File: src/design/rolly_pkg.sv
/*
  shared widths, types and constants for the replay-queue data cache
  addresses are word addresses laid out as {tag, index, offset}
  direct mapped, one cache, no byte enables
  stores are write-through and never allocate
*/
`default_nettype none

package rolly_pkg;

  localparam int DATA_W = 32;
  localparam int WORDS_PER_LINE = 4;
  localparam int LINE_W = DATA_W * WORDS_PER_LINE;
  localparam int SETS = 8;
  localparam int MEM_LINES = 32;

  localparam int OFFSET_W = $clog2(WORDS_PER_LINE);
  localparam int INDEX_W = $clog2(SETS);
  localparam int LINE_ADDR_W = $clog2(MEM_LINES);
  localparam int TAG_W = LINE_ADDR_W - INDEX_W;
  localparam int ADDR_W = OFFSET_W + LINE_ADDR_W;

  // pointers carry one extra wrap bit on top of this
  localparam int FIFO_ELS = 8;
  localparam int FIFO_PTR_W = $clog2(FIFO_ELS);

  // cycles from req to ack at the backing memory
  localparam int MEM_DELAY = 3;

  typedef enum logic {
    OP_LOAD  = 1'b0,
    OP_STORE = 1'b1
  } op_e;

  typedef struct packed {
    op_e               op;
    logic [ADDR_W-1:0] addr;
    logic [DATA_W-1:0] data;
  } dcache_pkt_t;

  typedef struct packed {
    logic                   we;
    logic [LINE_ADDR_W-1:0] line_addr;
    logic [OFFSET_W-1:0]    offset;
    logic [DATA_W-1:0]      wdata;
  } mem_req_t;

  typedef struct packed {
    logic               we;
    logic [INDEX_W-1:0] index;
    logic [TAG_W-1:0]   tag;
    logic [LINE_W-1:0]  line;
  } fill_t;

  typedef enum logic [1:0] {
    MS_IDLE,
    MS_REQ,
    MS_DROP,
    MS_DONE
  } miss_state_e;

endpackage

`default_nettype wire

File: src/design/dcache_miss_unit.sv
/*
  runs one four-phase req/ack exchange per pipe request
  mreq_i must stay steady while mreq_v_i is high
  mreq_done_o pulses only after ack has fallen again
  a load request returns its line as a fill on the done cycle
*/
`timescale 1ns/1ps
`default_nettype none

module dcache_miss_unit (
  input  logic                         clk_i,
  input  logic                         rst_n_i,

  input  rolly_pkg::mem_req_t          mreq_i,
  input  logic                         mreq_v_i,
  output logic                         mreq_done_o,
  output rolly_pkg::fill_t             fill_o,

  output logic                         mem_req_o,
  output rolly_pkg::mem_req_t          mem_req_pkt_o,
  input  logic                         mem_ack_i,
  input  logic [rolly_pkg::LINE_W-1:0] mem_rdata_i
);

  rolly_pkg::miss_state_e       state_q;
  rolly_pkg::miss_state_e       state_d;
  rolly_pkg::mem_req_t          req_q;
  logic [rolly_pkg::LINE_W-1:0] line_q;

  always_comb begin
    state_d = state_q;
    case (state_q)
      // a new req waits for the previous ack to drop
      rolly_pkg::MS_IDLE: begin
        if (mreq_v_i && !mem_ack_i) begin
          state_d = rolly_pkg::MS_REQ;
        end
      end
      rolly_pkg::MS_REQ: begin
        if (mem_ack_i) begin
          state_d = rolly_pkg::MS_DROP;
        end
      end
      rolly_pkg::MS_DROP: begin
        if (!mem_ack_i) begin
          state_d = rolly_pkg::MS_DONE;
        end
      end
      default: begin
        state_d = rolly_pkg::MS_IDLE;
      end
    endcase
  end

  always_ff @(posedge clk_i) begin
    if (!rst_n_i) begin
      state_q <= rolly_pkg::MS_IDLE;
    end else begin
      state_q <= state_d;
    end
  end

  always_ff @(posedge clk_i) begin
    if (state_q == rolly_pkg::MS_IDLE) begin
      req_q <= mreq_i;
    end
    if (state_q == rolly_pkg::MS_REQ && mem_ack_i) begin
      line_q <= mem_rdata_i;
    end
  end

  assign mem_req_o = (state_q == rolly_pkg::MS_REQ);
  assign mem_req_pkt_o = req_q;
  assign mreq_done_o = (state_q == rolly_pkg::MS_DONE);

  always_comb begin
    fill_o.we    = mreq_done_o && !req_q.we;
    fill_o.index = req_q.line_addr[rolly_pkg::INDEX_W-1:0];
    fill_o.tag   = req_q.line_addr[rolly_pkg::LINE_ADDR_W-1 -: rolly_pkg::TAG_W];
    fill_o.line  = line_q;
  end

endmodule

`default_nettype wire

File: config.mk
export PLATFORM = sky130hd
export DESIGN_NAME = dcache_miss_unit
export DESIGN_NICKNAME = d
export VERILOG_FILES = /design/src/design/rolly_pkg.sv /design/src/design/dcache_miss_unit.sv
export SDC_FILE = /design/constraint.sdc
export NUM_CORES = 1
export LEC_CHECK = 0
export BUFFER_PORTS_ARGS = -buffer_cell sky130_fd_sc_hd__buf_2
export CAP_MARGIN = 20
export CELL_PAD_IN_SITES_DETAIL_PLACEMENT = 0
export CELL_PAD_IN_SITES_GLOBAL_PLACEMENT = 1
export CORE_MARGIN = 10
export CORE_UTILIZATION = 30
export CTS_BUF_LIST = sky130_fd_sc_hd__clkbuf_8
export DETAILED_ROUTE_END_ITERATION = 8
export PLACE_DENSITY = 0.78
export SLEW_MARGIN = 15
export SYNTH_ARGS = -nofsm -noshare
export SYNTH_HDL_FRONTEND = slang
export SYNTH_SLANG_ARGS = --single-unit
File: constraint.sdc
create_clock -name clk_i -period 2.5 [get_ports clk_i]
set_input_delay 0.125 -clock clk_i [delete_from_list [all_inputs] [get_ports clk_i]]
set_output_delay 0.125 -clock clk_i [all_outputs]
set_load 0.02 [all_outputs]
==> impl_metrics.toml, run 1 <==
[clock_network]
cts-buffers-inserted = 17
cts.sinks = 170
post_cts_resized = 0
post_cts_buffers = 0
htreeDepth = 4
cts-root-buf = "clkbuf_8"
cts_hold_buf = 160
cts.path.max_buffers = 2

[die]
die_x_um = 153
row_count = 48
start_util_pct = 30.5
die_h_um = 153
num_io_pins = 348

[logic_synthesis]
synth_top_area_share_pct = 95.5
synth.distinct_cells = 13
yosysWarnings = 0
syn-cell-area_um2 = 5280
synth.avg_cell_area_um2 = 27.2
ys_seq_elements = 170
seq_area_frac_synth_pct = 96.3
yosysTopAreaCell = "edfxtp_1"
synth_nets = 371
synthTopCellsByArea = "edfxtp_1 95%, ha_1 1.2%, dfxtp_1 0.76%"
synth_cells = 194

[placed_design]
pre_cts_ws_ns = 0.743
hpwl_mm = 13.6
gp_congestion = 0.840
portBuffers = 347

[run_status]
flow.stopped_at = "clock tree synthesis (4_1_cts)"
status = "aborted with a tool error"
error = "[ERROR RSZ-0060] Max buffer count reached."
synth_stat cells (all sizes together):
master   count
edfxtp     168
buf          5
ha           5
inv          3
nand2        3
dfxtp        2
mux2i        2
a2bb2oi      1
and2         1
mux2         1
nor2         1
nor2b        1
o211ai       1
cells by family after synthesis:
group | Yosys count | share of synthesized area, %
AO/OA/AOI/OAI | 2 | 0.426
adder cells (fa/ha/maj) | 5 | 1.18
buffers and inverters | 8 | 0.924
flip-flops | 170 | 96.3
multiplexers | 3 | 0.663
AND/OR/NAND/NOR | 6 | 0.545
stage by stage:
| stage | std cells | hold slack (ns) | area, um^2 | util [%] |
|---|---|---|---|---|
| after floorplan | 194 | 0.224 | 5280 | - |
| after global placement | 764 | 0.301 | 7310 | 42.3 |
| after detailed placement | 764 | 0.303 | 7310 | 42.3 |
==> run 2, diff against run 1 <==
--- a/config.mk
+++ b/config.mk
@@ -7,13 +7,10 @@
 export LEC_CHECK = 0
 export BUFFER_PORTS_ARGS = -buffer_cell sky130_fd_sc_hd__buf_2
 export CAP_MARGIN = 20
-export CELL_PAD_IN_SITES_DETAIL_PLACEMENT = 0
-export CELL_PAD_IN_SITES_GLOBAL_PLACEMENT = 1
 export CORE_MARGIN = 10
-export CORE_UTILIZATION = 30
-export CTS_BUF_LIST = sky130_fd_sc_hd__clkbuf_8
+export CORE_UTILIZATION = 20
 export DETAILED_ROUTE_END_ITERATION = 8
-export PLACE_DENSITY = 0.78
+export PLACE_DENSITY_LB_ADDON = 0.15
 export SLEW_MARGIN = 15
 export SYNTH_ARGS = -nofsm -noshare
 export SYNTH_HDL_FRONTEND = slang
==> constraint.sdc (replaced) <==
create_clock -name clk_i -period 3.2 [get_ports clk_i]
set_input_delay 0.16 -clock clk_i [delete_from_list [all_inputs] [get_ports clk_i]]
set_output_delay 0.16 -clock clk_i [all_outputs]
set_load 0.02 [all_outputs]
==> impl_metrics.toml, run 2 <==
[route]
drt_iter0_drc = 97
remaining_drc_errors = 0
dr.pass1.iters = 4
wl_mm = 18.2
vias = 3883
wl_per_cell_um = 17.0
routed_via_density = 3.61
final_antenna_net_count = 0

[logic_synthesis]
synth_edf_count = 168
synth.avg_cell_area_um2 = 27.2
yosys-top-cells-count = "168 x edfxtp_1, 5 x buf_4, 5 x ha_1"
synth_top_area_share_pct = 95.5
yosysMostFrequentCell = "edfxtp_1"
synth_cells = 194
synth_ff_type = "edfxtp_1"
ys_async_sr_fraction_pct = 0
synth_nets = 371
seq_area_frac_synth_pct = 96.3
syn-cell-area_um2 = 5280
yosysWarnings = 0
yosysTopAreaCell = "edfxtp_1"
synth.distinct_cells = 13
ys_seq_elements = 170
synthTopCellsByArea = "edfxtp_1 95%, ha_1 1.2%, dfxtp_1 0.76%"

[finish]
fin_nets = 904
largest_reg_flops = 128
layout-drive-gt1-share_pct = 52.2
mostFrequentLayoutCell = "buf_2"
area_growth_syn_to_layout_pct = 84.1
mostFrequentLayoutCells = "347 x buf_2, 168 x edfxtp_1, 168 x dlygate4sd3_1"
final_area_um2 = 9730
top_register = "line_q"
fin_cells = 1076

[grt]
grt_max_degree = 49
grt_pass1_wl_mm = 26.9
antenna_found_initial = 2
grt_pass1_vias = 4551
gr-total-overflow = 0
grtUsageTotal_pct = 10.5

[power]
total_power_mw = 7.17
peakVddDrop_v = 0.000376
p_per_area_nw_per_um2 = 737
power.leakage_nw = 4.05

[clock_network]
cts.path.max_buffers = 2
htreeDepth = 4
cts_tree = "yes"
clkTransAtPathRegs_ns = 0.07
post_cts_resized = 0
post_cts_buffers = 0
worstSkewPairLatency_ns = 0.41
cts-root-buf = "clkbuf_16"
cts-buffers-inserted = 17
cts.sinks = 170

[timing]
finalSetupTns_ns = 0
rsz0062_at_grt = "no"
period_needed_ns = 1.97
worstMarginPinSlew_ns = 0.850
fin_worst_skew_ns = 0.00998
min_period_over_period_pct = 61.7
fin_hold_ws_ns = 0.0407
fmax_ghz = 0.507
relSlewSlack_pct = 43.3
setup_viol = 0
finalHoldViolations = 0
maxSlewViolCount = 0

[die]
die_x_um = 183
row_count = 59
die-area_um2 = 33300
die_h_um = 183
start_util_pct = 20.3
num_io_pins = 348
core_um2 = 26100

[placed_design]
placedCellCount = 875
hpwl_mm = 13.7
gp_congestion = 0.763
postPlaceCellArea_um2 = 7450
portBuffers = 347

[run_status]
status = "complete, no violations"

[critical_path]
r2r_cells = 4
critPathKind = "register to register"
r2r-start = "state_q[1]"
ff2ff_setup_slack_ns = 1.23
crit_arrival_ns = 2.04
required_ns = 3.27
worstSetupEndpointType = "register"
r2r-end = "line_q[16]"
cp-start-kind = "register"
critPathMaxFanout = 31

[run]
cap_violations = 0

[worst_hold_path]
hold_class = "input port to register"
hold_start = "rst_n_i"
min_to = "state_q[1]"
holdPathStages = 3
[run 2: timing repair]
item                                    in CTS  in global routing
hold endpoints to repair                   168                  0
endpoints found under the setup margin       0                  0
hold buffers                               168                  0
[run 2: per-layer routing]
layer	vias to the layer above	track usage [%]	wire, um
met2	216	18.3	9280
met5	-	0	0
li1	1837	-	-
met4	0	3.90	369
met3	20	5.26	1860
met1	1810	10.5	6730
[run 2: cell type report]
cell class	count	area, um^2
antenna	2	5.00
clock buffer	17	425
timing repair buffer	519	3460
sequential	170	5080
multi-input combinational	16	153
inverter	3	11.3
clock inverter	14	168
tap	335	419
fill	2448	16300
[run 2: logic make-up (layout without fill, tap and decap cells)]
| group | count (synthesis) | after routing | share of synthesized area [%] |
|---|---|---|---|
| simple gates | 6 | 6 | 0.545 |
| mux | 3 | 3 | 0.663 |
| fa+ha+maj | 5 | 5 | 1.18 |
| compound gates | 2 | 2 | 0.426 |
| buf+inv | 8 | 553 | 0.924 |
| other cells | 0 | 2 | 0 |
| flops | 170 | 170 | 96.3 |
[run 2: through the flow]
step | utilization, % | setup WS, ns
after floorplan | - | 0.404
after global placement | 28.6 | 1.31
after detailed placement | 28.6 | 1.18
after CTS | 37.3 | 1.17
after global routing | 37.3 | 1.08
final | 37.3 | 1.23
[run 2: worst max path at each step]
stage / start / to / slack [ns]
finish: state_q[1] / line_q[16] / 1.23
global route: state_q[1] / line_q[59] / 1.08
CTS: state_q[1] / line_q[114] / 1.17
detailed placement: state_q[1] / line_q[114] / 1.18
global placement: state_q[1] / line_q[40] / 1.31
floorplan: state_q[1] / line_q[0] / 0.40
[run 2: critical path, cell delays in order, from the launching register on]
cell	delay, ns
dfxtp_1	0.35
inv_1	0.10
ha_1	0.22
and2_4	0.46
buf_4	0.45
[run 2: report_power, final]
group / switching (mW) / internal, mW / leakage, nW
logic: 1.25 / 0.616 / 2.18
clock network: 0.899 / 1.17 / 0.281
registers: 0.139 / 3.09 / 1.59
Note: power is estimated with default switching activity, not from simulation.
