`src/design/rolly_pkg.sv`:
```
/*
  shared widths, types and constants for the replay-queue data cache
  addresses are word addresses laid out as {tag, index, offset}
  direct mapped, one cache, no byte enables
  stores are write-through and never allocate
*/
`default_nettype none

package rolly_pkg;

  localparam int DATA_W = 32;
  localparam int WORDS_PER_LINE = 4;
  localparam int LINE_W = DATA_W * WORDS_PER_LINE;
  localparam int SETS = 8;
  localparam int MEM_LINES = 32;

  localparam int OFFSET_W = $clog2(WORDS_PER_LINE);
  localparam int INDEX_W = $clog2(SETS);
  localparam int LINE_ADDR_W = $clog2(MEM_LINES);
  localparam int TAG_W = LINE_ADDR_W - INDEX_W;
  localparam int ADDR_W = OFFSET_W + LINE_ADDR_W;

  // pointers carry one extra wrap bit on top of this
  localparam int FIFO_ELS = 8;
  localparam int FIFO_PTR_W = $clog2(FIFO_ELS);

  // cycles from req to ack at the backing memory
  localparam int MEM_DELAY = 3;

  typedef enum logic {
    OP_LOAD  = 1'b0,
    OP_STORE = 1'b1
  } op_e;

  typedef struct packed {
    op_e               op;
    logic [ADDR_W-1:0] addr;
    logic [DATA_W-1:0] data;
  } dcache_pkt_t;

  typedef struct packed {
    logic                   we;
    logic [LINE_ADDR_W-1:0] line_addr;
    logic [OFFSET_W-1:0]    offset;
    logic [DATA_W-1:0]      wdata;
  } mem_req_t;

  typedef struct packed {
    logic               we;
    logic [INDEX_W-1:0] index;
    logic [TAG_W-1:0]   tag;
    logic [LINE_W-1:0]  line;
  } fill_t;

  typedef enum logic [1:0] {
    MS_IDLE,
    MS_REQ,
    MS_DROP,
    MS_DONE
  } miss_state_e;

endpackage

`default_nettype wire

```
`src/design/dcache_arrays.sv`:
```
/*
  tag, valid and data arrays of the direct-mapped cache
  one registered read port, data valid one cycle after rd_en_i
  a read of the set being written returns the old contents
  writes take a whole line and always set the valid bit
*/
`timescale 1ns/1ps
`default_nettype none

module dcache_arrays (
  input  logic                          clk_i,
  input  logic                          rst_n_i,

  input  logic                          rd_en_i,
  input  logic [rolly_pkg::INDEX_W-1:0] rd_index_i,
  output logic [rolly_pkg::TAG_W-1:0]   rd_tag_o,
  output logic                          rd_valid_o,
  output logic [rolly_pkg::LINE_W-1:0]  rd_line_o,

  input  logic                          wr_en_i,
  input  logic [rolly_pkg::INDEX_W-1:0] wr_index_i,
  input  logic [rolly_pkg::TAG_W-1:0]   wr_tag_i,
  input  logic [rolly_pkg::LINE_W-1:0]  wr_line_i
);

  logic [rolly_pkg::SETS-1:0]   valid_q;
  logic [rolly_pkg::TAG_W-1:0]  tag_q  [rolly_pkg::SETS];
  logic [rolly_pkg::LINE_W-1:0] line_q [rolly_pkg::SETS];

  always_ff @(posedge clk_i) begin
    if (!rst_n_i) begin
      valid_q <= '0;
    end else if (wr_en_i) begin
      valid_q[wr_index_i] <= 1'b1;
    end
  end

  always_ff @(posedge clk_i) begin
    if (wr_en_i) begin
      tag_q[wr_index_i]  <= wr_tag_i;
      line_q[wr_index_i] <= wr_line_i;
    end
    if (rd_en_i) begin
      rd_tag_o   <= tag_q[rd_index_i];
      rd_valid_o <= valid_q[rd_index_i];
      rd_line_o  <= line_q[rd_index_i];
    end
  end

endmodule

`default_nettype wire

```
`src/design/dcache_pipe.sv`:
```
/*
  two-stage blocking cache pipe: lookup reads the arrays, verify compares tags
  a load hit retires two cycles after issue
  a load miss rolls the queue back, drops lookup and waits for the fill;
  the load then comes back through the queue and hits
  a store holds verify until its write-through is done, then retires
  nothing issues behind a store while it is in flight
*/
`timescale 1ns/1ps
`default_nettype none

module dcache_pipe (
  input  logic                          clk_i,
  input  logic                          rst_n_i,

  input  rolly_pkg::dcache_pkt_t        issue_pkt_i,
  input  logic                          issue_v_i,
  output logic                          issue_yumi_o,

  output logic                          retire_o,
  output logic [rolly_pkg::DATA_W-1:0]  data_o,
  output logic                          cache_miss_o,

  output rolly_pkg::mem_req_t           mreq_o,
  output logic                          mreq_v_o,
  input  logic                          mreq_done_i,
  input  rolly_pkg::fill_t              fill_i
);

  rolly_pkg::dcache_pkt_t         ls_pkt_q;
  rolly_pkg::dcache_pkt_t         vs_pkt_q;
  logic                           ls_v_q;
  logic                           vs_v_q;
  logic                           vs_missed_q;
  logic                           vs_done_q;
  logic [rolly_pkg::TAG_W-1:0]    vs_tag_q;
  logic                           vs_tag_v_q;
  logic [rolly_pkg::LINE_W-1:0]   vs_line_q;

  logic [rolly_pkg::TAG_W-1:0]    rd_tag;
  logic                           rd_valid;
  logic [rolly_pkg::LINE_W-1:0]   rd_line;

  logic                           vs_store;
  logic                           vs_hit;
  logic                           vs_adv;
  logic                           ls_store;
  logic [rolly_pkg::OFFSET_W-1:0] vs_off;
  logic [rolly_pkg::LINE_W-1:0]   merged_line;
  rolly_pkg::fill_t               arr_wr;

  assign vs_store = (vs_pkt_q.op == rolly_pkg::OP_STORE);
  assign vs_off = vs_pkt_q.addr[rolly_pkg::OFFSET_W-1:0];
  assign vs_hit = vs_tag_v_q
               && (vs_tag_q == vs_pkt_q.addr[rolly_pkg::ADDR_W-1 -: rolly_pkg::TAG_W]);
  assign ls_store = ls_v_q && (ls_pkt_q.op == rolly_pkg::OP_STORE);

  assign retire_o = vs_v_q && (vs_store ? vs_done_q : vs_hit);
  assign vs_adv = !vs_v_q || retire_o;
  assign issue_yumi_o = issue_v_i && vs_adv && !ls_store;

  assign cache_miss_o = vs_v_q && !vs_store && !vs_hit && !vs_missed_q;
  assign mreq_v_o = vs_v_q && !vs_done_q && (vs_store || !vs_hit);
  assign mreq_o = '{we:        vs_store,
                    line_addr: vs_pkt_q.addr[rolly_pkg::ADDR_W-1:rolly_pkg::OFFSET_W],
                    offset:    vs_off,
                    wdata:     vs_pkt_q.data};

  assign data_o = vs_store ? vs_pkt_q.data
                           : vs_line_q[vs_off*rolly_pkg::DATA_W +: rolly_pkg::DATA_W];

  always_comb begin
    merged_line = vs_line_q;
    merged_line[vs_off*rolly_pkg::DATA_W +: rolly_pkg::DATA_W] = vs_pkt_q.data;
  end

  // fill from the miss unit, else a store hit updating its own line
  always_comb begin
    if (fill_i.we) begin
      arr_wr = fill_i;
    end else begin
      arr_wr.we    = vs_v_q && vs_store && vs_hit && mreq_done_i;
      arr_wr.index = vs_pkt_q.addr[rolly_pkg::OFFSET_W +: rolly_pkg::INDEX_W];
      arr_wr.tag   = vs_pkt_q.addr[rolly_pkg::ADDR_W-1 -: rolly_pkg::TAG_W];
      arr_wr.line  = merged_line;
    end
  end

  dcache_arrays i_arrays (
    .clk_i      (clk_i),
    .rst_n_i    (rst_n_i),
    .rd_en_i    (issue_yumi_o),
    .rd_index_i (issue_pkt_i.addr[rolly_pkg::OFFSET_W +: rolly_pkg::INDEX_W]),
    .rd_tag_o   (rd_tag),
    .rd_valid_o (rd_valid),
    .rd_line_o  (rd_line),
    .wr_en_i    (arr_wr.we),
    .wr_index_i (arr_wr.index),
    .wr_tag_i   (arr_wr.tag),
    .wr_line_i  (arr_wr.line)
  );

  always_ff @(posedge clk_i) begin
    if (!rst_n_i) begin
      ls_v_q      <= 1'b0;
      vs_v_q      <= 1'b0;
      vs_missed_q <= 1'b0;
      vs_done_q   <= 1'b0;
    end else begin
      // poison on a miss, the queue replays it
      if (issue_yumi_o) begin
        ls_v_q <= 1'b1;
      end else if (vs_adv || cache_miss_o) begin
        ls_v_q <= 1'b0;
      end
      if (vs_adv) begin
        vs_v_q      <= ls_v_q;
        vs_missed_q <= 1'b0;
        vs_done_q   <= 1'b0;
      end else begin
        if (mreq_done_i && !vs_store) begin
          vs_v_q <= 1'b0;
        end
        if (cache_miss_o) begin
          vs_missed_q <= 1'b1;
        end
        if (mreq_done_i && vs_store) begin
          vs_done_q <= 1'b1;
        end
      end
    end
  end

  always_ff @(posedge clk_i) begin
    if (issue_yumi_o) begin
      ls_pkt_q <= issue_pkt_i;
    end
    if (vs_adv) begin
      vs_pkt_q   <= ls_pkt_q;
      vs_tag_q   <= rd_tag;
      vs_tag_v_q <= rd_valid;
      vs_line_q  <= rd_line;
    end
  end

endmodule

`default_nettype wire

```
`config.mk`:
```
export PLATFORM = sky130hd
export DESIGN_NAME = dcache_pipe
export DESIGN_NICKNAME = d
export VERILOG_FILES = /design/src/design/rolly_pkg.sv /design/src/design/dcache_arrays.sv /design/src/design/dcache_pipe.sv
export SDC_FILE = /design/constraint.sdc
export NUM_CORES = 1
export LEC_CHECK = 0
export BUFFER_PORTS_ARGS = -buffer_cell sky130_fd_sc_hd__buf_2
export CAP_MARGIN = 20
export CORE_ASPECT_RATIO = 0.8
export CORE_UTILIZATION = 36
export DETAILED_ROUTE_END_ITERATION = 8
export PLACE_DENSITY_LB_ADDON = 0.2
export SLEW_MARGIN = 20
export SYNTH_ARGS = -nofsm -noshare
export SYNTH_HDL_FRONTEND = slang
export SYNTH_SLANG_ARGS = --single-unit
```
`constraint.sdc`:
```
create_clock -name clk_i -period 27.2 [get_ports clk_i]
set_clock_uncertainty 0.1 [all_clocks]
set_input_delay 5.44 -clock clk_i [delete_from_list [all_inputs] [get_ports clk_i]]
set_output_delay 5.44 -clock clk_i [all_outputs]
set_load 0.1 [all_outputs]
```
[Word-level counts from Yosys, hierarchy flattened]
Memory sizes are Yosys's and may differ from the RTL's. A register that Yosys moved wholly into a read port is not among the register bits.
Cells that the tools add are included.
Storage, ports and cells
  word-level logic and storage cells: 69
  bits in writable memories: 1040
  register bits after elaboration: 224
  memories kept: 2
  output and inout port bits: 76
  bits of input ports: 178
Cells by class
  mux-type cells: 14
  equality and inequality tests: 1
  reductions and logical operators: 28
  add/sub/neg operators: 1
  magnitude comparators: 3
  shifts and indexed selects: 3
  bitwise gates (word level): 2
Memory list
  i_arrays.line_q: words 8, bits a word 128, rd ports 1, clocked after memory_dff 1, wr ports 1, RTL line dcache_arrays.sv:28  | logic [rolly_pkg::LINE_W-1:0] line_q [rolly_pkg::SETS];
  i_arrays.tag_q: words 8, bits a word 2, rd ports 1, clocked after memory_dff 1, wr ports 1, RTL line dcache_arrays.sv:27  | logic [rolly_pkg::TAG_W-1:0] tag_q [rolly_pkg::SETS];
Operators by type and width (number)
  2-to-1 mux 134 bit: 1
  bitwise mux 128 bit: 1
  variable shift 32 x 34 -> 128 bit, first input constant: 1
  indexed part select 128 x 8 -> 32 bit: 1
  indexed part select 32 x 34 -> 128 bit: 1
  negator 7 -> 34 bit: 1
  2-to-1 mux 32 bit: 1
  logical AND 1 bit: 16
  2-to-1 mux 1 bit: 9
  < comparator 3 x 4 -> 1 bit, second input constant: 2
  OR 8 bit: 1
  logical NOT 1 bit: 6
  nonzero test 2 bit: 2
  binary-select mux 1 bit (select 3 bit): 1
  demux 1 bit (select 3 bit): 1
  greater-or-equal comparator 3 x 1 -> 1 bit, second input constant: 1
  logical OR 1 bit: 3
  equality test 2 bit: 1
  OR reduction 2 bit: 1
  inverter 1 bit: 1

[Logic depth before layout (Yosys ltp)]
  depth in word-level cells: 10
  depth in mapped cells: 11
  mapped depth without buffers: 6

[Hierarchy]
Synthesis repeated with hierarchy kept, for this count alone.
Unflattened totals
  cells, all modules: 2638
  area, all modules: 54106.9 um2
By module, submodules not included
  dcache_arrays: area an instance 43296.5 um2, instances 1, seq. area each 35323.9 um2, cells an instance 1662
  dcache_pipe: area an instance 10810.4 um2, instances 1, seq. area each 6416.2 um2, cells an instance 976

[Worst setup path before layout]
Ideal clock, no wire load.
  kind: input -> output
  from: in issue_v_i
  to: out issue_yumi_o
  stages on the path: 2
  data required time: 21.660 ns
  arrival time: 13.882 ns
  path slack: 7.778 ns
  cells stage by stage: nand2_1 nor2_1
Between the ends
  cells in the longest elaborated chain, start to end: 2
RTL lines
  start, declared: RTL line dcache_pipe.sv:17  | input logic issue_v_i,
  logical AND 1 bit (2 in series): RTL line dcache_pipe.sv:60  | assign issue_yumi_o = issue_v_i && vs_adv && !ls_store;
  end, declared: RTL line dcache_pipe.sv:18  | output logic issue_yumi_o,
Every way passes these cells.

[Worst setup path after layout]
Ends and elaborated chain as after synthesis.

==> metrics.csv <==
stage,metric,value,unit
sta,rsz0062_at_grt,no,
worst_setup_path,critPathSlowestCell,buf_4,
power,swShare,25.48,%
final_layout,final_common_cell,edfxtp_1,
clock_network,cts_max_path_buffers,3,
detailed_routing,dr.pass1.iters,7,
final_layout,final_cells,5082,
sta,setup-violations-final,0,
worst_setup_path,regToRegSetupSlack,21.32,ns
synthesis,async_reset_ff_share,0,%
job,drv_cap,0,
worst_setup_path,cp_data_required_time,21.66,ns
power,vdd_drop_max,63.28,uV
placed_design,hpwl,76.13,mm
global_routing,grt_overflow,0,
synthesis,syn_area_per_cell,20.45,um2
placed_design,place.gp.congestion,0.7342,
synthesis,synthCells,2674,
clock_network,holdBufCountCts,0,
worst_setup_path,critPathArrivalTime,6.86,ns
worst_setup_path,cp-end-kind,output port,
synthesis,syn_area,0.05468,mm2
synthesis,synth_nets,2857,
floorplanning,start_util,36.37,%
final_layout,fillCellCount,13260,
clock_network,clock_sinks,1394,
worst_setup_path,cp-start-kind,input pin,
synthesis,synth-edff-count,1382,
synthesis,synth_ff_type,edfxtp_1,
final_layout,mostFrequentLayoutCells,"1382 x edfxtp_1, 294 x mux4_2, 249 x buf_2",
sta,hold_viol,0,
clock_network,cts_tree,yes,
final_layout,drive_gt1_share,30.50,%
detailed_routing,vias,27080,
sta,tightest_slew,1.169,ns
clock_network,cts_buffers,146,
floorplanning,die_height,350.6,um
global_routing,grt_pass1_wl,209.7,mm
power,clkPwrFrac,37.9,%
sta,maxSlewHeadroom,22.05,%
hold_path,min_path_type,reg -> reg,
worst_setup_path,path_cells,"buf_2, nand2_1, nor2_4, buf_4, buf_2",
power,net-switching-power,1.289,mW
floorplanning,dieArea,0.1535,mm2
detailed_routing,drtIter0Drc,2510,
synthesis,ys_ff_latch,1394,
sta,min_period,12.40,ns
worst_setup_path,worstSetupPathType,in -> out,
sta,fin_setup_tns,0,ns
final_layout,area_growth,14.40,%
global_routing,grt_pass1_vias,28570,
outcome,failed_checks,design-rule violations,
detailed_routing,routed_via_density,5.328,
floorplanning,core,0.1503,mm2
final_layout,seq_area,0.04174,mm2
clock_network,clk_pin_slew_worst_paths,0.06,ns
outcome,status,"complete, but fails checks",
worst_setup_path,crit_path_frequent_cell,buf_2,
power,leakagePower,20.74,nW
power,intPower,3.771,mW
global_routing,antenna_found_initial,4,
detailed_routing,finalWirelength,147.1,mm
final_layout,multi_input_area,0.01202,mm2
final_layout,nets,3151,
detailed_routing,wire_per_inst,28.94,um
power,p_comb_share,11.0,%
detailed_routing,final_antenna_net_count,0,
clock_network,cts_setup_buffers,0,
clock_network,post_cts_resized,0,
power,power_frac_seq,51.0,%
floorplanning,die_x,437.7,um
sta,period_share,45.59,%
synthesis,ys_types,45,
worst_setup_path,slowest_delay,0.56,ns
placed_design,placed_cells,4819,
synthesis,ys.warnings.count,0,
floorplanning,row_count,127,
detailed_routing,drc,22,
clock_network,clk_latency,0.77,ns
global_routing,grt_max_degree,137,
synthesis,ys_seq_area_share,76.34,%
clock_network,ctsHtreeMaxLevel,4,
global_routing,grtUsageTotal,19.22,%
floorplanning,pin_count,254,
sta,max_clock_freq,80.65,MHz
clock_network,cts-root-buf,clkbuf_16,
sta,finalMaxSlewViolations,0,
worst_setup_path,critPathMaxFanout,37,
placed_design,portBuffers,253,
power,p_per_area,80.90,mW/mm2
through the flow:
step	power (mW)	util, %	setup WS [ns]	hold slack, ns	area, um2
floorplan	3.009	-	7.778	0.3003	54680
global placement	3.179	38.60	14.75	0.3012	58020
detailed placement	3.195	38.60	14.77	0.3045	58020
CTS	5.117	41.61	14.78	0.3105	62550
global route	5.231	41.61	14.72	0.3149	62550
finish	5.060	41.61	14.80	0.3072	62550
power groups by stage:
stage / Sequential, mW / Combinational (mW) / Clock [mW]
2_1_floorplan: 2.66 / 0.345 / 0
5_1_grt: 2.59 / 0.594 / 2.04
4_1_cts: 2.58 / 0.569 / 1.96
6_report: 2.58 / 0.558 / 1.92
3_5_place_dp: 2.63 / 0.568 / 0
3_3_place_gp: 2.62 / 0.556 / 0
worst max-delay path: cells and delay by family:
kind | cells | cell delay [ns]
buf+inv | 3 | 1.21
simple gates | 2 | 0.17
final cells by class:
class | instances | share of cell area (%)
Multi-Input combinational cell | 1122 | 19.21
Clock buffer | 179 | 6.107
Tap cell | 1999 | 3.999
Inverter | 9 | 0.06601
Timing Repair Buffer | 295 | 2.750
Antenna cell | 1 | 0.004001
Clock inverter | 83 | 1.130
Sequential cell | 1394 | 66.73
cells in the mapped netlist (2+ instances only):
master	n	area [um2]
and4b_1	3	30.03
o21ai_1	104	520.5
o22ai_1	2	12.51
mux4_2	294	6621
mux2_2	51	574.3
clkbuf_1	53	198.9
nor3_1	3	15.01
buf_12	20	400.4
buf_1	13	48.80
nand2_1	236	885.9
o21ai_0	36	180.2
dfxtp_1	12	240.2
nor2_1	13	48.80
nand4_1	2	12.51
nor2b_1	132	825.8
edfxtp_1	1382	41500
nand3_1	3	15.01
a41o_1	2	20.02
a21oi_1	131	655.6
buf_2	54	270.3
a32oi_1	2	17.52
buf_6	5	56.30
ha_1	5	62.56
buf_4	4	30.03
and3_1	3	18.77
inv_1	8	30.03
xnor2_1	2	17.52
mux2_4	82	1231
path summary, 6_finish.rpt:
kind	depth (start not counted)	start	endpoint
hold / removal	0	i_arrays.rd_line_o[54]	vs_line_q[54]
hold reg to reg	0	i_arrays.rd_line_o[54]	vs_line_q[54]
setup / recovery	5	issue_v_i	issue_yumi_o
setup reg to reg	9	vs_store	i_arrays.line_q[0][22]
cells by family after synthesis:
kind of cell	Yosys count	share of synthesized area, %
buffers and inverters	158	1.899
adders and majority gates	5	0.1144
DFF	1394	76.34
and+or+nand+nor	403	3.504
muxes	427	15.41
xor gates and xnor gates	2	0.03204
AOI/OAI and AO/OA	285	2.698
registers in the layout (all words and copies together), names as in the netlist, 2 cells and up:
signal	count
i_arrays.line_q	1024
i_arrays.rd_line_o	128
vs_line_q	128
ls_pkt_q	40
mreq_o	39
i_arrays.tag_q	16
i_arrays.valid_q	8
i_arrays.rd_tag_o	2
vs_tag_q	2
routing by layer:
layer	wire, um	global-route usage [%]
met3	7525	3.368
met5	0	0
met1	63450	25.90
met4	3121	5.138
met2	72980	32.16
No activity file was read; power rests on OpenSTA's default activity.
