`src/design/rolly_pkg.sv`:
```
/*
  shared widths, types and constants for the replay-queue data cache
  addresses are word addresses laid out as {tag, index, offset}
  direct mapped, one cache, no byte enables
  stores are write-through and never allocate
*/
`default_nettype none

package rolly_pkg;

  localparam int DATA_W = 32;
  localparam int WORDS_PER_LINE = 4;
  localparam int LINE_W = DATA_W * WORDS_PER_LINE;
  localparam int SETS = 8;
  localparam int MEM_LINES = 32;

  localparam int OFFSET_W = $clog2(WORDS_PER_LINE);
  localparam int INDEX_W = $clog2(SETS);
  localparam int LINE_ADDR_W = $clog2(MEM_LINES);
  localparam int TAG_W = LINE_ADDR_W - INDEX_W;
  localparam int ADDR_W = OFFSET_W + LINE_ADDR_W;

  // pointers carry one extra wrap bit on top of this
  localparam int FIFO_ELS = 8;
  localparam int FIFO_PTR_W = $clog2(FIFO_ELS);

  // cycles from req to ack at the backing memory
  localparam int MEM_DELAY = 3;

  typedef enum logic {
    OP_LOAD  = 1'b0,
    OP_STORE = 1'b1
  } op_e;

  typedef struct packed {
    op_e               op;
    logic [ADDR_W-1:0] addr;
    logic [DATA_W-1:0] data;
  } dcache_pkt_t;

  typedef struct packed {
    logic                   we;
    logic [LINE_ADDR_W-1:0] line_addr;
    logic [OFFSET_W-1:0]    offset;
    logic [DATA_W-1:0]      wdata;
  } mem_req_t;

  typedef struct packed {
    logic               we;
    logic [INDEX_W-1:0] index;
    logic [TAG_W-1:0]   tag;
    logic [LINE_W-1:0]  line;
  } fill_t;

  typedef enum logic [1:0] {
    MS_IDLE,
    MS_REQ,
    MS_DROP,
    MS_DONE
  } miss_state_e;

endpackage

`default_nettype wire

```
`src/design/rolly_fifo.sv`:
```
/*
  replay queue with read, checkpoint and write pointers
  entries stay allocated from issue until retirement (ckpt)
  roll rewinds the read pointer to the oldest unretired entry
  enq_ready_o stays low for one cycle after reset
*/
`timescale 1ns/1ps
`default_nettype none

module rolly_fifo (
  input  logic                   clk_i,
  input  logic                   rst_n_i,

  input  rolly_pkg::dcache_pkt_t enq_pkt_i,
  input  logic                   enq_v_i,
  output logic                   enq_ready_o,

  output rolly_pkg::dcache_pkt_t deq_pkt_o,
  output logic                   deq_v_o,
  input  logic                   deq_yumi_i,

  input  logic                   ckpt_v_i,
  input  logic                   roll_v_i
);

  rolly_pkg::dcache_pkt_t mem_q [rolly_pkg::FIFO_ELS];

  logic [rolly_pkg::FIFO_PTR_W:0] wr_ptr_q;
  logic [rolly_pkg::FIFO_PTR_W:0] rd_ptr_q;
  logic [rolly_pkg::FIFO_PTR_W:0] ckpt_ptr_q;
  logic                           ready_en_q;
  logic                           full;
  logic                           enq;

  // occupancy counts from the checkpoint, not the read pointer
  assign full = (wr_ptr_q[rolly_pkg::FIFO_PTR_W] != ckpt_ptr_q[rolly_pkg::FIFO_PTR_W])
             && (wr_ptr_q[rolly_pkg::FIFO_PTR_W-1:0] == ckpt_ptr_q[rolly_pkg::FIFO_PTR_W-1:0]);

  assign enq_ready_o = ready_en_q && !full;
  assign enq = enq_v_i && enq_ready_o;

  assign deq_v_o = (rd_ptr_q != wr_ptr_q);
  assign deq_pkt_o = mem_q[rd_ptr_q[rolly_pkg::FIFO_PTR_W-1:0]];

  always_ff @(posedge clk_i) begin
    if (!rst_n_i) begin
      wr_ptr_q   <= '0;
      rd_ptr_q   <= '0;
      ckpt_ptr_q <= '0;
      ready_en_q <= 1'b0;
    end else begin
      ready_en_q <= 1'b1;
      if (enq) begin
        wr_ptr_q <= wr_ptr_q + 1'b1;
      end
      // roll wins over a same-cycle issue
      if (roll_v_i) begin
        rd_ptr_q <= ckpt_ptr_q;
      end else if (deq_yumi_i) begin
        rd_ptr_q <= rd_ptr_q + 1'b1;
      end
      if (ckpt_v_i) begin
        ckpt_ptr_q <= ckpt_ptr_q + 1'b1;
      end
    end
  end

  always_ff @(posedge clk_i) begin
    if (enq) begin
      mem_q[wr_ptr_q[rolly_pkg::FIFO_PTR_W-1:0]] <= enq_pkt_i;
    end
  end

endmodule

`default_nettype wire

```
`config.mk`:
```
export PLATFORM = sky130hd
export DESIGN_NAME = rolly_fifo
export DESIGN_NICKNAME = d
export VERILOG_FILES = /design/src/design/rolly_pkg.sv /design/src/design/rolly_fifo.sv
export SDC_FILE = /design/constraint.sdc
export NUM_CORES = 1
export LEC_CHECK = 0
export BUFFER_PORTS_ARGS = -buffer_cell sky130_fd_sc_hd__buf_2
export CAP_MARGIN = 20
export CORE_MARGIN = 4
export CORE_UTILIZATION = 41
export CTS_CLUSTER_DIAMETER = 60
export DETAILED_ROUTE_END_ITERATION = 7
export HOLD_SLACK_MARGIN = 0.1
export SETUP_SLACK_MARGIN = 0.05
export SYNTH_ARGS = -nofsm -noshare
export SYNTH_HDL_FRONTEND = slang
export SYNTH_SLANG_ARGS = --single-unit
```
`constraint.sdc`:
```
create_clock -name clk_i -period 4.1 [get_ports clk_i]
set_clock_uncertainty 0.15 [all_clocks]
set_input_delay 0 -clock clk_i [delete_from_list [all_inputs] [get_ports clk_i]]
set_output_delay 0 -clock clk_i [all_outputs]
set_load 0.005 [all_outputs]
```
# Yosys cells after proc, flatten, opt, wreduce, memory -nomap -nowiden
# Memories as Yosys holds them, arrays and structs flattened. A register that Yosys moved wholly into a read port is not among the register bits.
# Index checks and enable logic that the tools add are counted.
# totals
reg_bits,13
mem_bits_rw,320
output_inout_bits,42
n_memories,1
# op_classes
addsub,3
n_eq_ne,3
n_mux,7
n_reduce_logical,5
# memory_table
memory,depth,word_bits,rd,rd_clocked_by_memory_dff,write_ports,line,source
mem_q,8,40,1,1,1,rolly_fifo.sv:26,rolly_pkg::dcache_pkt_t mem_q [rolly_pkg::FIFO_ELS];
# ops
cell,n
"4-bit by 1-bit adder with 4-bit output, second input constant",3
4-bit 2-to-1 mux,2
3-bit 2-to-1 mux,2
4-bit != test,1
3-bit equality test,1
1-bit logical AND,3
1-bit 2-to-1 mux,3
2-bit nonzero test,1
1-bit logical NOT,1
1-bit != test,1

# Depth between registers and ports, before layout
# Gate-level depths: netlist of the first run.
# logic_depth
ltp_word,7
depth_mapped,5
ltp_nobuf,5

# Least setup slack after synthesis of the first run
# No wires, ideal clock.
# synth_path
path_type,reg2reg
start,register wr_ptr_q[0] (netlist bit)
end,"memory mem_q[0][0] (netlist bit), enable pin"
t_arrival_ns,3.809
required_time_ns,3.463
path_slack_ns,-0.346
stages_incl_launch_ff,6
period_less_slack_ns,4.446
path_cell_list,dfxtp_1 > buf_2 > xnor2_1 > a41oi_4 > nand2b_1 > nor3_1
# synth_via
elab_chain_cells,7
# synth_rtl
item,line,source
"start, declared",rolly_fifo.sv:28,logic [rolly_pkg::FIFO_PTR_W:0] wr_ptr_q;
"start signal, assigned",rolly_fifo.sv:54,wr_ptr_q <= wr_ptr_q + 1'b1;
3-bit equality test,rolly_fifo.sv:37,&& (wr_ptr_q[rolly_pkg::FIFO_PTR_W-1:0] == ckpt_ptr_q[rolly_pkg::FIFO_PTR_W-1:0]);
1-bit logical AND,rolly_fifo.sv:37,
1-bit logical NOT,rolly_fifo.sv:39,assign enq_ready_o = ready_en_q && !full;
1-bit logical AND,rolly_fifo.sv:39,
1-bit logical AND,rolly_fifo.sv:40,assign enq = enq_v_i && enq_ready_o;
1-bit 2-to-1 mux,rolly_fifo.sv:69,if (enq) begin
1-bit 2-to-1 mux (implied by the code),rolly_fifo.sv:70,mem_q[wr_ptr_q[rolly_pkg::FIFO_PTR_W-1:0]] <= enq_pkt_i;
"end, declared",rolly_fifo.sv:26,
# Several ways; a longest one is shown, not always the timed one.

# Final worst setup path of the first run
# layout_path
start,register wr_ptr_q[0] (netlist bit)
end,"memory mem_q[4][14] (netlist bit), enable pin"
# The elaborated chain is that of the path after synthesis.

==> results of run 1 <==
layer usage:
metal / GRT usage / share of wire
met5: 0 / 0
met4: 0.0355 / 0.016
met3: 0.0267 / 0.043
met2: 0.238 / 0.51
met1: 0.200 / 0.43
synthesized netlist by cell type, drive strengths merged:
library cell  count  area share
nor3              2     0.00078
nor2              5      0.0015
nand2            13      0.0038
mux2i             4      0.0031
nand3             1     0.00039
nor2b             1     0.00049
edfxtp          320        0.75
inv               2     0.00059
xor2              5      0.0034
buf              12      0.0088
dfxtp            16       0.025
ha                3      0.0029
nand4             4      0.0020
xnor2            10      0.0068
mux2             40       0.035
clkbuf           13      0.0038
o21ai             5      0.0020
nand2b            5      0.0024
and2              8      0.0039
mux4             80        0.14
a41oi             2      0.0028
worst max-delay path by stage:
stage	endpoint	slack (ns)	depth (start not counted)
2_1_floorplan	mem_q[1][0]	0.71	5
3_3_place_gp	mem_q[4][27]	1.20	5
3_5_place_dp	mem_q[4][11]	1.11	5
4_1_cts	deq_pkt_o[25]	1.05	4
5_1_grt	deq_pkt_o[25]	0.92	4
6_report	mem_q[4][14]	1.11	5
where the power goes:
| part | switching (mW) | internal, mW |
|---|---|---|
| sequential | 0.0463 | 3.80 |
| combinational | 0.192 | 0.240 |
| clock | 1.21 | 1.90 |
| total | 1.45 | 5.93 |
sequential cells by signal, indices dropped and copies added, names as in the netlist, named ones only:
register    flops
mem_q         320
ckpt_ptr_q      4
rd_ptr_q        4
wr_ptr_q        4
ready_en_q      1
worst max-delay path, stage by stage, from the launching register on:
cell and delay [ns]:
dfxtp_1 0.64, xnor2_1 0.23, a41oi_4 0.34, nand2b_1 0.29
nor2_4 0.42, buf_4 0.52
placed cells by master, fill, tap and decap left out:
master,instances
nand2b_1,5
dlygate4sd3_1,46
nand2_1,13
dfxtp_1,13
nor3_4,2
dfxtp_2,1
nor2b_1,1
mux2_2,40
clkbuf_16,37
a41oi_4,1
nor2_4,5
mux2i_1,4
edfxtp_1,320
clkinv_2,7
and2_1,8
bufinv_16,4
buf_4,10
buf_12,4
xor2_1,5
mux4_2,80
nand3_1,1
dfxtp_4,2
inv_1,1
o21ai_0,5
xnor2_1,10
a41oi_1,1
nand4_1,4
clkinv_1,4
inv_6,2
buf_2,87
clkbuf_1,6
ha_1,3
inv_2,1
stage by stage:
step | util | power [mW] | setup WS, ns
after floorplan | - | 4.15 | 0.715
after global placement | 0.448 | 4.31 | 1.20
after detailed placement | 0.449 | 4.33 | 1.11
after CTS | 0.501 | 7.47 | 1.05
after global routing | 0.501 | 7.67 | 0.921
final | 0.501 | 7.39 | 1.11
what timing repair did:
item | in CTS | in global routing
hold buffers | 46 | 0
endpoints found under the hold margin | 336 | 0
buffers inserted | 0 | 0
kinds of logic (layout without fill, tap and decap cells):
group           count (synthesis)  in the layout  share of synthesized area
flops                         336            336                      0.775
mux                           124            124                      0.179
simple gates                   39             39                     0.0152
buf+inv                        27            209                     0.0132
fa+ha+maj                       3              3                    0.00293
compound gates                  7              7                    0.00478
xor+xnor                       15             15                     0.0103
final cells by class:
cell class / count / share of cell area
sequential: 336 / 0.645
multi-input combinational: 188 / 0.180
timing repair buffer: 147 / 0.0682
clock buffer: 43 / 0.0616
tap: 396 / 0.0322
clock inverter: 17 / 0.0122
inverter: 2 / 0.000487
==> results.md, run 1 <==
Outcome:
- The flow ran to the end, and the final reports show no timing, DRC or antenna violations.

Clock network:
- The post-cts resize count is 0.
- TritonCTS created 36 clock buffers.
- The cell at the root of the clock tree is clkbuf_16.
- After clock tree synthesis, the clock-pin slew on the worst setup and hold paths is 0.06 ns.
- The H-tree depth reported by CTS is 2.
- The TritonCTS clock tree is yes.
- The clock passes through at most 3 buffers.
- The count of clock tree sinks is 336.
- The clock latency on the worst-skew pair is roughly 0.51 ns.

Setup path:
- The depth of the most critical reg-to-reg path is 5.
- The required time at the worst-slack endpoint is 4.09 ns.
- The worst setup path is launched from a flop.
- The end of the worst register-to-register path is mem_q[4][14].
- Data arrives at the worst endpoint at 2.98 ns.
- The worst register-to-register path begins at wr_ptr_q[0].
- The maximum fanout along the worst path is 29.
- STA classifies the critical path endpoint as a flop.
- Tracing the worst setup path back leads to its startpoint at wr_ptr_q[0].
- The setup check on the worst reg-to-reg path leaves a slack of 1.11 ns.
- The category of the critical setup timing path is flop to flop.

Timing:
- The headroom to the max-slew limit is 0.513.
- The setup violation total in the final timing report is 0.
- The worst-case hold slack is ~0.14 ns.
- In the finished design, the share of the clock period the worst path needs comes to 0.728.
- The number of hold-slack violations in the final timing report is 0.
- The final setup TNS is 0 ns.
- The minimum clock period after layout is 2.99 ns.
- At the pin with the least slew margin, the transition time is 0.731 ns.
- Setup repair after global routing left no endpoint under its margin.
- The max-slew violation total from the final report is 0.
- The highest attainable clock frequency is 335 MHz.

Layout:
- The final-stage net count is 760.
- Relative to the synthesized area, the layout overhead comes to 20.2%.
- The number of inserted diodes is 0.
- The area occupied by multi-input gates is 0.00278 mm2.
- Registers take 0.00994 mm2.
- Of the cells placed in the final design, the portion with a size suffix greater than 1 is 0.386.
- The number of inserted filler cells in the final layout is 2,453.
- With fillers left out, the area of the finished cells amounts to 0.0154 mm2.
- For this run, the number of standard cells in the final layout without fillers is between 1,000 and 1,500.

Placement:
- The port buffer count is between 80 and 90.
- The count of placed standard cells including taps is 1,023.
- The final estimated routing congestion in global placement is 0.758.
- Summing all placed instances gives a cell area of 0.0138 mm2.
- After legalization and detailed placement, the total HPWL measured 14,200 um.

Floorplanning:
- After floorplanning, the core was divided into 64 placement rows.
- The die covers 0.0342 mm2.
- During I/O placement, the number of pins put on the boundary was 88.
- After floorplanning, the core was sized to cover 0.0307 mm2.
- The horizontal die dimension is 185 um.
- From bottom edge to top edge, the die measures between 150 and 200 um.
- The initial utilization of the core area, before any placement, comes to 0.417.

Detailed routing:
- The total routed wirelength is 24,000 um.
- The routed layout has about 6,000 vias.
- The number of search-and-repair iterations in the first detailed-routing pass is 4.
- The starting DRC count in detailed routing is between 500 and 600.
- After detailed routing, the average wire length per cell comes to roughly 21 um.
- The count of nets left with antenna violations once routing finished came out at 0.
- The DRC violations left is 0.
- The post-detailed-route via-to-cell ratio is a little over 5.

Min path:
- The class of the worst hold path is input port to flop.
- The worst hold endpoint is mem_q[7][23].
- The hold-critical path depth is 2.
- The worst hold path begins at enq_pkt_i[23].

Power:
- The maximum ir drop on the vdd rail is between 0.2 and 0.3 mV.
- The cell area power density is 479 mW/mm2.
- The static power due to leakage is about 5.0 nW.

GRT:
- The via count of the first global-routing pass is 6,387.
- For this run, the total global-route usage over all layers was measured as 0.144.
- The total overflow left after global routing is 0.
- The wire length of the first global-routing pass is 37,400 um.
- The pin count of the biggest net entering global routing is 45.
- The number of antenna violations at the first check in global routing is 0.

Synthesis:
- The synthesized netlist contains 24 unique library cells.
- Counting every instance in the synthesized netlist gives ~550.
- The post-synthesis instance area is between 0.01 and 0.015 mm2.
- The sequential area share after synthesis is 0.775.
- The net count after synthesis is 600.
- The register bit total from synthesis is roughly 340.
- The count of yosys warnings during synthesis is 0.
- The per-instance average area after synthesis is 23.3 um2.

Flow run:
- The number of max-capacitance violations reported is 0.
No activity file was read; power rests on OpenSTA's default activity.
==> inputs of run 2 (changes only) <==
--- a/config.mk
+++ b/config.mk
@@ -5,6 +5,7 @@
 export SDC_FILE = /design/constraint.sdc
 export NUM_CORES = 1
 export LEC_CHECK = 0
+export ABC_AREA = 1
 export BUFFER_PORTS_ARGS = -buffer_cell sky130_fd_sc_hd__buf_2
 export CAP_MARGIN = 20
 export CORE_MARGIN = 4
==> constraint.sdc (replaced) <==
create_clock -name clk_i -period 2.57 [get_ports clk_i]
set_clock_uncertainty 0.15 [all_clocks]
set_input_delay 0 -clock clk_i [delete_from_list [all_inputs] [get_ports clk_i]]
set_output_delay 0 -clock clk_i [all_outputs]
set_load 0.005 [all_outputs]
==> run 2 against run 1 <==
  * Synthesized cell count increased by 71%
  * Sequential share of layout area is 1.8 points lower
  * Clock-buffer cell count is 6 higher
  * Wire length increased by 13%
  * Utilization decreased by 0.36 points
  * Register-to-register slack lost 0.69 ns
==> results.md, run 2 <==
Synthesis:
- Of the synthesized area, sequential elements account for 0.742.
- Ranked by total cell area, the synthesized netlist is headed by edfxtp_1 72%, mux2i_1 6.0%, nand2_1 4.5%, o22ai_1 3.7%, o21ai_0 3.1%.
- Yosys mapped a number of flops with a built-in enable equal to 320.
- Among all cell types in the netlist, the one instantiated most often is edfxtp_1.
- Of the total synthesized cell area, the portion taken by AND, OR, NAND and NOR gates is 0.0782.
- The dominant synthesized flop cell is edfxtp_1.
- The post-synthesis instance area is 0.0134 mm2.
- Measured against the total synthesized area, the mux share comes to 0.0598.
- The per-instance average area after synthesis is roughly 14 um2.
- The register bit total from synthesis is 336.
- The compound-cell area share of the yosys netlist is 0.0724.
- During synthesis, Yosys emitted a total of 0 warnings.
- By count the netlist is led by 320 x edfxtp_1, 159 x nand2_1, 94 x nor2_1, 83 x o21ai_0.
- Of the total synthesized cell area, the portion taken by full adders, half adders and majority gates is 0.00280.
- The share of the synthesized netlist area taken by xor and xnor gates is 0.00393.
- Synthesis produced a netlist whose cell count is about 940.
- Of the post-synthesis cell area, the dominant cell type holds 0.718.
- The number of nets in the synthesized netlist is 992.
- Of all cell types, the one taking the most synthesized area is edfxtp_1.
- The number of distinct library cell variants in the gate-level netlist after synthesis is 32.
- After synthesis, the share of flip-flops with an asynchronous set or reset is 0.
- The dominant combinational cell family by area after synthesis is simple AND/OR/NAND/NOR gates.

Placement:
- The port buffer count is 87.
- The final estimated routing congestion in global placement is about 0.77.
- The minimum setup slack after placement is roughly 0.39 ns.
- After legalization and detailed placement, the total HPWL measured 14,800 um.
- The number of placed instances, taps included, is 1,429.

Setup path:
- The worst path arrival time is between 2 and 2.5 ns.
- Among cell families on the critical path, the largest total delay comes from flip-flops.
- The slowest stage of the critical path belongs to the cell dfxtp_4.
- Counting both buffers and inverters, the worst setup path holds a total of 2.
- The critical path is of the flop to output port type.
- For the worst setup path, the data required time is 2.42 ns.
- STA classifies the critical path endpoint as an output port.
- In this run the worst path has a maximum fanout of 64.
- STA classifies the critical path startpoint as a flop.
- Walking the worst path, the cells encountered are buf_12 > o21ai_0 > o22ai_1 > nand2_1 > nand2_1 > buf_2.
- The cell occurring most often along the worst timing path is nand2_1.
- The largest single stage delay on the critical path is approximately 0.54 ns.

Timing:
- For the pin with the worst max-slew slack, the measured transition is 0.672 ns.
- The max-slew violation total from the final report is 0.
- Summed over all failing endpoints, the final setup total negative slack is 0 ns.
- The minimum clock period after layout is between 2 and 2.5 ns.
- Setup violations remaining at the end of the flow were counted as 0.
- The headroom to the max-slew limit is 0.551.
- Setup repair after global routing left no endpoint under its margin.
- The post-route fraction of the period consumed by the critical path is 0.877.
- The slack of the critical path is 0.316 ns.
- The number of hold-slack violations in the final timing report was 0.
- Timing would allow up to 444 MHz.

GRT:
- The first global-routing pass estimated 42,600 um of wire.
- The via count of the first global-routing pass was 7,685.
- Across every metal layer, demand over resource in global routing totals 0.149.
- The pin count of the biggest net entering global routing is 81.
- The number of antenna violations at the first check in global routing is 2.
- For this run the aggregate overflow at the end of global routing stands at 0.

Floorplanning:
- The count of standard-cell rows is 65.
- The die covers 0.0356 mm2.
- The horizontal die dimension is 189 um.
- Pin placement for this block handled just under 90 I/O pins.
- The initial core utilization is 0.420.
- The core area is 0.0319 mm2.
- The die is 189 um tall.

Detailed routing:
- The count of nets left with antenna violations once routing finished came out at 0.
- In this run, the number of DRC markers left after iteration 0 of detailed routing was roughly 540.
- The DRC violations left is 0.
- The routed design has 27,100 um of wire.
- In the final routed layout, each cell accounts on average for around 18 um.
- The number of search-and-repair iterations in the first detailed-routing pass is 4.
- The detailed router placed 7,766 vias in this run.
- In the routed layout, each cell is associated on average with a via count of between 5 and 6.

Layout:
- Fill cells in the final layout number 2,808.
- In the layout the commonest cells are 320 x edfxtp_1, 159 x nand2_1, 87 x nor2_1, 87 x buf_2, 83 x o21ai_0.
- The multi-input combinational cells in the finished layout cover a total of 0.00296 mm2.
- The final layout contains around 1,100 nets.
- The area growth from synthesis to layout is 18.5%.
- Leaving out fill and tap cells, the most frequent cell in the layout is edfxtp_1.
- The fraction of final layout cells sized beyond drive strength 1 is 0.159.
- The number of flip-flops in the largest register is 320.
- The footprint of the flip-flops and latches is 0.00994 mm2.
- The post-route non-filler standard cell count is between 1,500 and 2,000.

Flow run:
- Across the run, the number of max-cap violations was 0.

Clock network:
- Buffers inserted during clock tree synthesis total 37.
- In this run the number of H-tree levels came out at 2.
- The clock passes through at most 3 buffers.
- Clock latency on the worst-skew pair, taken at its later pin, is 0.51 ns.
- The CTS clock-pin slew for the worst setup and hold paths is 0.06 ns.
- The tree is rooted in a clkbuf_16.
- The TritonCTS clock tree is yes.
- The tree built by TritonCTS fans out to 336 sinks.

Power:
- The static power due to leakage is 5.45 nW.
- The worst-case IR drop observed on VDD is 0.476 mV.
- For this design the ratio of total power to cell area is 748 mW/mm2.

Min path:
- The class of the worst hold path is input port to flop.

Outcome:
- The run finished with clean final reports.
run 2: cell types whose count changed in the layout (fill, tap and decap cells not counted), moves of 12 or more:
cell / delta
o21ai_0: +78
mux2i_1: +76
o22ai_1: +80
nand2_1: +146
mux2_2: -40
mux4_2: -80
nor2_1: +87
inv_1: +12
run 2: logic make-up after synthesis:
logic type | after synthesis
AND/OR/NAND/NOR | 267
adder cells (fa/ha/maj) | 3
AO/OA/AOI/OAI | 172
flip-flops | 336
XOR/XNOR | 6
buffers and inverters | 79
multiplexers | 80
run 2: path summary, 6_finish.rpt:
path / start / to / slack, ns / cells after the start
max: flop / deq_pkt_o[13] / 0.32 / 6
max reg2reg: wr_ptr_q[2] / mem_q[0][26] / 0.42 / 9
min reg2reg: ckpt_ptr_q[0] / ckpt_ptr_q[0] / 0.38 / 2
min: rst_n_i / ready_en_q / 0.14 / 2
run 2: cell type report:
cell class | count | area share
Sequential cell | 336 | 0.627
Multi-Input combinational cell | 528 | 0.187
Timing Repair Buffer | 151 | 0.0753
Clock buffer | 49 | 0.0639
Tap cell | 435 | 0.0343
Clock inverter | 15 | 0.00671
Inverter | 25 | 0.00639
Antenna cell | 1 | 0.000158
run 2: per-layer routing:
metal  vias up  part of all wire  global-route usage
li1       3773                 -                   -
met1      3787              0.46               0.207
met2       166              0.48               0.248
met3        38             0.046              0.0246
met4         2             0.018              0.0384
met5         -           0.00048                   0
run 2: through the flow:
step	cell area, um2	total power, mW	util	hold slack (ns)
final	15900	11.9	0.497	0.140
after global routing	15900	12.3	0.497	0.156
after CTS	15900	12.0	0.497	0.124
after detailed placement	14300	7.05	0.448	0.112
after global placement	14300	7.04	0.448	0.114
after floorplan	13400	6.74	-	-0.122
run 2: power breakdown:
part           total, mW  leakage (nW)  internal (mW)  switching [mW]
Clock               4.89         0.545           2.87            2.01
Combinational      0.863          1.88          0.339           0.524
Sequential          6.11          3.02           6.07          0.0412
run 2: worst register-to-register path, stage by stage, from the launching register on:
cell,delay [ns]
dfxtp_1,0.46
nand2_1,0.09
nand2_1,0.08
nor2_2,0.05
nand2_4,0.10
nand2_1,0.07
inv_2,0.07
nand3_2,0.19
nor2_4,0.34
buf_12,0.25
run 2: what timing repair did:
action	CTS	global route
setup buffers	0	0
hold buffers	46	0
resized for setup	0	0
endpoints found under the hold margin	342	0
==> inputs of run 3 (changes only) <==
--- a/config.mk
+++ b/config.mk
@@ -5,7 +5,7 @@
 export SDC_FILE = /design/constraint.sdc
 export NUM_CORES = 1
 export LEC_CHECK = 0
-export ABC_AREA = 1
+export ABC_AREA = 0
 export BUFFER_PORTS_ARGS = -buffer_cell sky130_fd_sc_hd__buf_2
 export CAP_MARGIN = 20
 export CORE_MARGIN = 4
==> constraint.sdc (replaced) <==
create_clock -name clk_i -period 2.7 [get_ports clk_i]
set_clock_uncertainty 0.15 [all_clocks]
set_input_delay 0 -clock clk_i [delete_from_list [all_inputs] [get_ports clk_i]]
set_output_delay 0 -clock clk_i [all_outputs]
set_load 0.005 [all_outputs]
==> run 3 against run 2 <==
  * Critical path depth is 2 lower
  * Cell area shrank 2.8%
  * Register-to-register slack better by 0.09 ns
  * First-iteration DRC count fell by 20%
  * Via count decreased by 24%
  * Power is 9.4% lower
  * Highest routed layer unchanged
==> results.md, run 3 (synthesis results as in run 1) <==
Detailed routing:
- The total routed wirelength is 24,400 um.
- The detailed router placed 5,885 vias in this run.
- Using the TritonRoute via totals, the vias-per-cell ratio works out to 5.17.
- For this run, the detailed router's first-pass iteration total came to 4.
- In the routed design, unresolved DRC markers number 0.
- In the final routed layout, each cell accounts on average for 21.4 um.
- In this run the remaining antenna-violating nets after routing total 0.
- The detailed router finished its first iteration with 426 violations.

Timing:
- The max-slew violation total from the final report is 0.
- Setup violations remaining at the end of the flow were counted as 0.
- Setup repair after global routing left no endpoint under its margin.
- At the pin with the least slew margin, the transition time is between 0.5 and 0.6 ns.
- The worst pin sits at a relative slew slack of 0.648.
- The worst path meets setup with 0.259 ns of slack.
- Static timing analysis puts the maximum clock frequency at between 400 and 500 MHz.
- The number of hold-slack violations in the final timing report is 0.
- For the finished layout, the period the worst path requires is 2.44 ns.
- The final setup TNS is 0 ns.
- The post-route fraction of the period consumed by the critical path is 0.904.

GRT:
- The aggregate global routing overflow is 0.
- The via count of the first global-routing pass is 6,424.
- The pin count of the biggest net entering global routing is 53.
- The first global-routing pass estimated 37,700 um of wire.
- The global-route usage over all layers is 0.146.
- The number of antenna violations at the first check in global routing is 1.

Setup path:
- The maximum fanout along the worst path is 27.
- The required time at the worst-slack endpoint is 2.55 ns.
- The category of the critical setup timing path is flop to output port.
- STA classifies the critical path startpoint as a flop.
- For the worst setup path, the data arrival time is 2.29 ns.
- The element type at the critical path end is an output port.

Clock network:
- Clock-pin slew was measured on the worst setup and hold paths at about 0.06 ns.
- After clock tree synthesis, the repair step resized 0 gates.
- The tree is rooted in a clkbuf_16.
- The H-tree generated during clock tree synthesis spans 2 levels.
- Counting along the longest clock path gives a buffer depth of 3.
- The clock net in this run drives a total of 336 sinks.
- The TritonCTS clock tree is yes.
- Clock latency on the worst-skew pair, taken at its later pin, is 0.49 ns.
- Once the clock tree was built, the setup fixing pass inserted 0 buffers.
- In this run, CTS created clock tree buffers numbering 34.

Layout:
- The number of inserted filler cells in the final layout is 2,454.
- At the end of the flow the core is filled with cells to 0.501.
- The register with the most flip-flops in the layout has 320 of them.
- The post-route non-filler standard cell count is 1,138.
- The final layout contains a little under 800 nets.
- In the final layout, the share of cells above drive strength 1 is 0.388.
- In the layout the commonest cells are 320 x edfxtp_1, 87 x buf_2, 80 x mux4_2.
- The number of inserted diodes is 0.
- Leaving out fill and tap cells, the most frequent cell in the layout is edfxtp_1.
- From synthesis to final layout, the design area changed by 20.3%.

Power:
- The sum of internal, switching and leakage power is about 11 mW.
- For this design the static power due to leakage is around 5.0 nW.
- In this run the power density over the cells is 697 mW/mm2.
- Across the VDD grid, the largest voltage drop is approximately 0.63 mV.

Placement:
- The minimum setup slack after placement is 0.483 ns.
- The sum of net half-perimeters after detailed placement is 15,100 um.
- The congestion estimate from routability-driven global placement came to approximately 0.8.
- The number of placed instances, taps included, is 1,036.
- Port buffering added 87 buffers.

Floorplanning:
- The die is 185 um wide.
- In this run the standard cell core region covers roughly 0.03 mm2.
- 88 I/O pins were placed.
- The initial utilization of the core area, before any placement, comes to 0.417.
- The full die area is 0.0342 mm2.
- The die extent in y is between 150 and 200 um.
- The count of standard-cell rows is between 60 and 70.

Outcome:
- The run finished with clean final reports.

Flow run:
- The tool flagged a number of max-cap violations equal to 0.

Min path:
- In this run the worst hold path is classified as input port to flop.
==> run 3: cell count changes in the layout (fill, tap and decap cells not counted), moves of 6 or more <==
| cell | change |
|---|---|
| o22ai_1 | -80 |
| xnor2_1 | +6 |
| nand2_1 | -147 |
| mux2_2 | +40 |
| mux2i_1 | -76 |
| buf_4 | +14 |
| o21ai_0 | -78 |
| nor2_1 | -87 |
| and2_1 | +8 |
| inv_1 | -12 |
| mux4_2 | +80 |
==> run 3: worst paths after layout <==
path	start	to	slack, ns	cells past startpoint
hold reg to reg	wr_ptr_q[3]	wr_ptr_q[3]	0.37	2
setup / recovery	flop	deq_pkt_o[8]	0.26	4
setup reg to reg	ckpt_ptr_q[1]	mem_q[2][9]	0.51	5
hold / removal	enq_pkt_i[23]	mem_q[6][23]	0.17	2
==> run 3: critical path: stages (launching register included) <==
cell,delay [ns]
dfxtp_4,0.52
buf_12,0.29
mux4_2,0.58
mux2_2,0.28
buf_2,0.12
==> run 3: layer usage <==
layer | GRT usage | part of all wire
met2 | 0.247 | 0.51
met3 | 0.0259 | 0.047
met5 | 0 | 0.00029
met4 | 0.0341 | 0.017
met1 | 0.200 | 0.43
==> run 3: timing repair <==
action,in CTS,in global routing
endpoints found under the setup margin,0,0
endpoints found under the hold margin,336,0
hold buffers,46,0
==> run 3: where the power goes <==
part           switching [mW]  total (mW)  internal, mW  leakage (nW)
clock network            1.76        4.22          2.46         0.481
registers              0.0420        5.81          5.77          3.02
logic                   0.329       0.712         0.383          1.46
==> run 3: cell type report <==
cell class | instances | area, um2 | area share
Sequential cell | 336 | 9940 | 0.645
Multi-Input combinational cell | 188 | 2790 | 0.181
Timing Repair Buffer | 160 | 1200 | 0.0777
Clock buffer | 44 | 910 | 0.0590
Tap cell | 396 | 495 | 0.0321
Clock inverter | 12 | 78.8 | 0.00511
Inverter | 2 | 7.51 | 0.000487
==> run 3: metrics by stage <==
| stage | hold slack (ns) | instance area, um2 |
|---|---|---|
| 6_report | 0.166 | 15400 |
| 5_1_grt | 0.172 | 15400 |
| 2_1_floorplan | -0.122 | 12900 |
| 3_5_place_dp | 0.124 | 14000 |
| 4_1_cts | 0.146 | 15400 |
| 3_3_place_gp | 0.107 | 14000 |
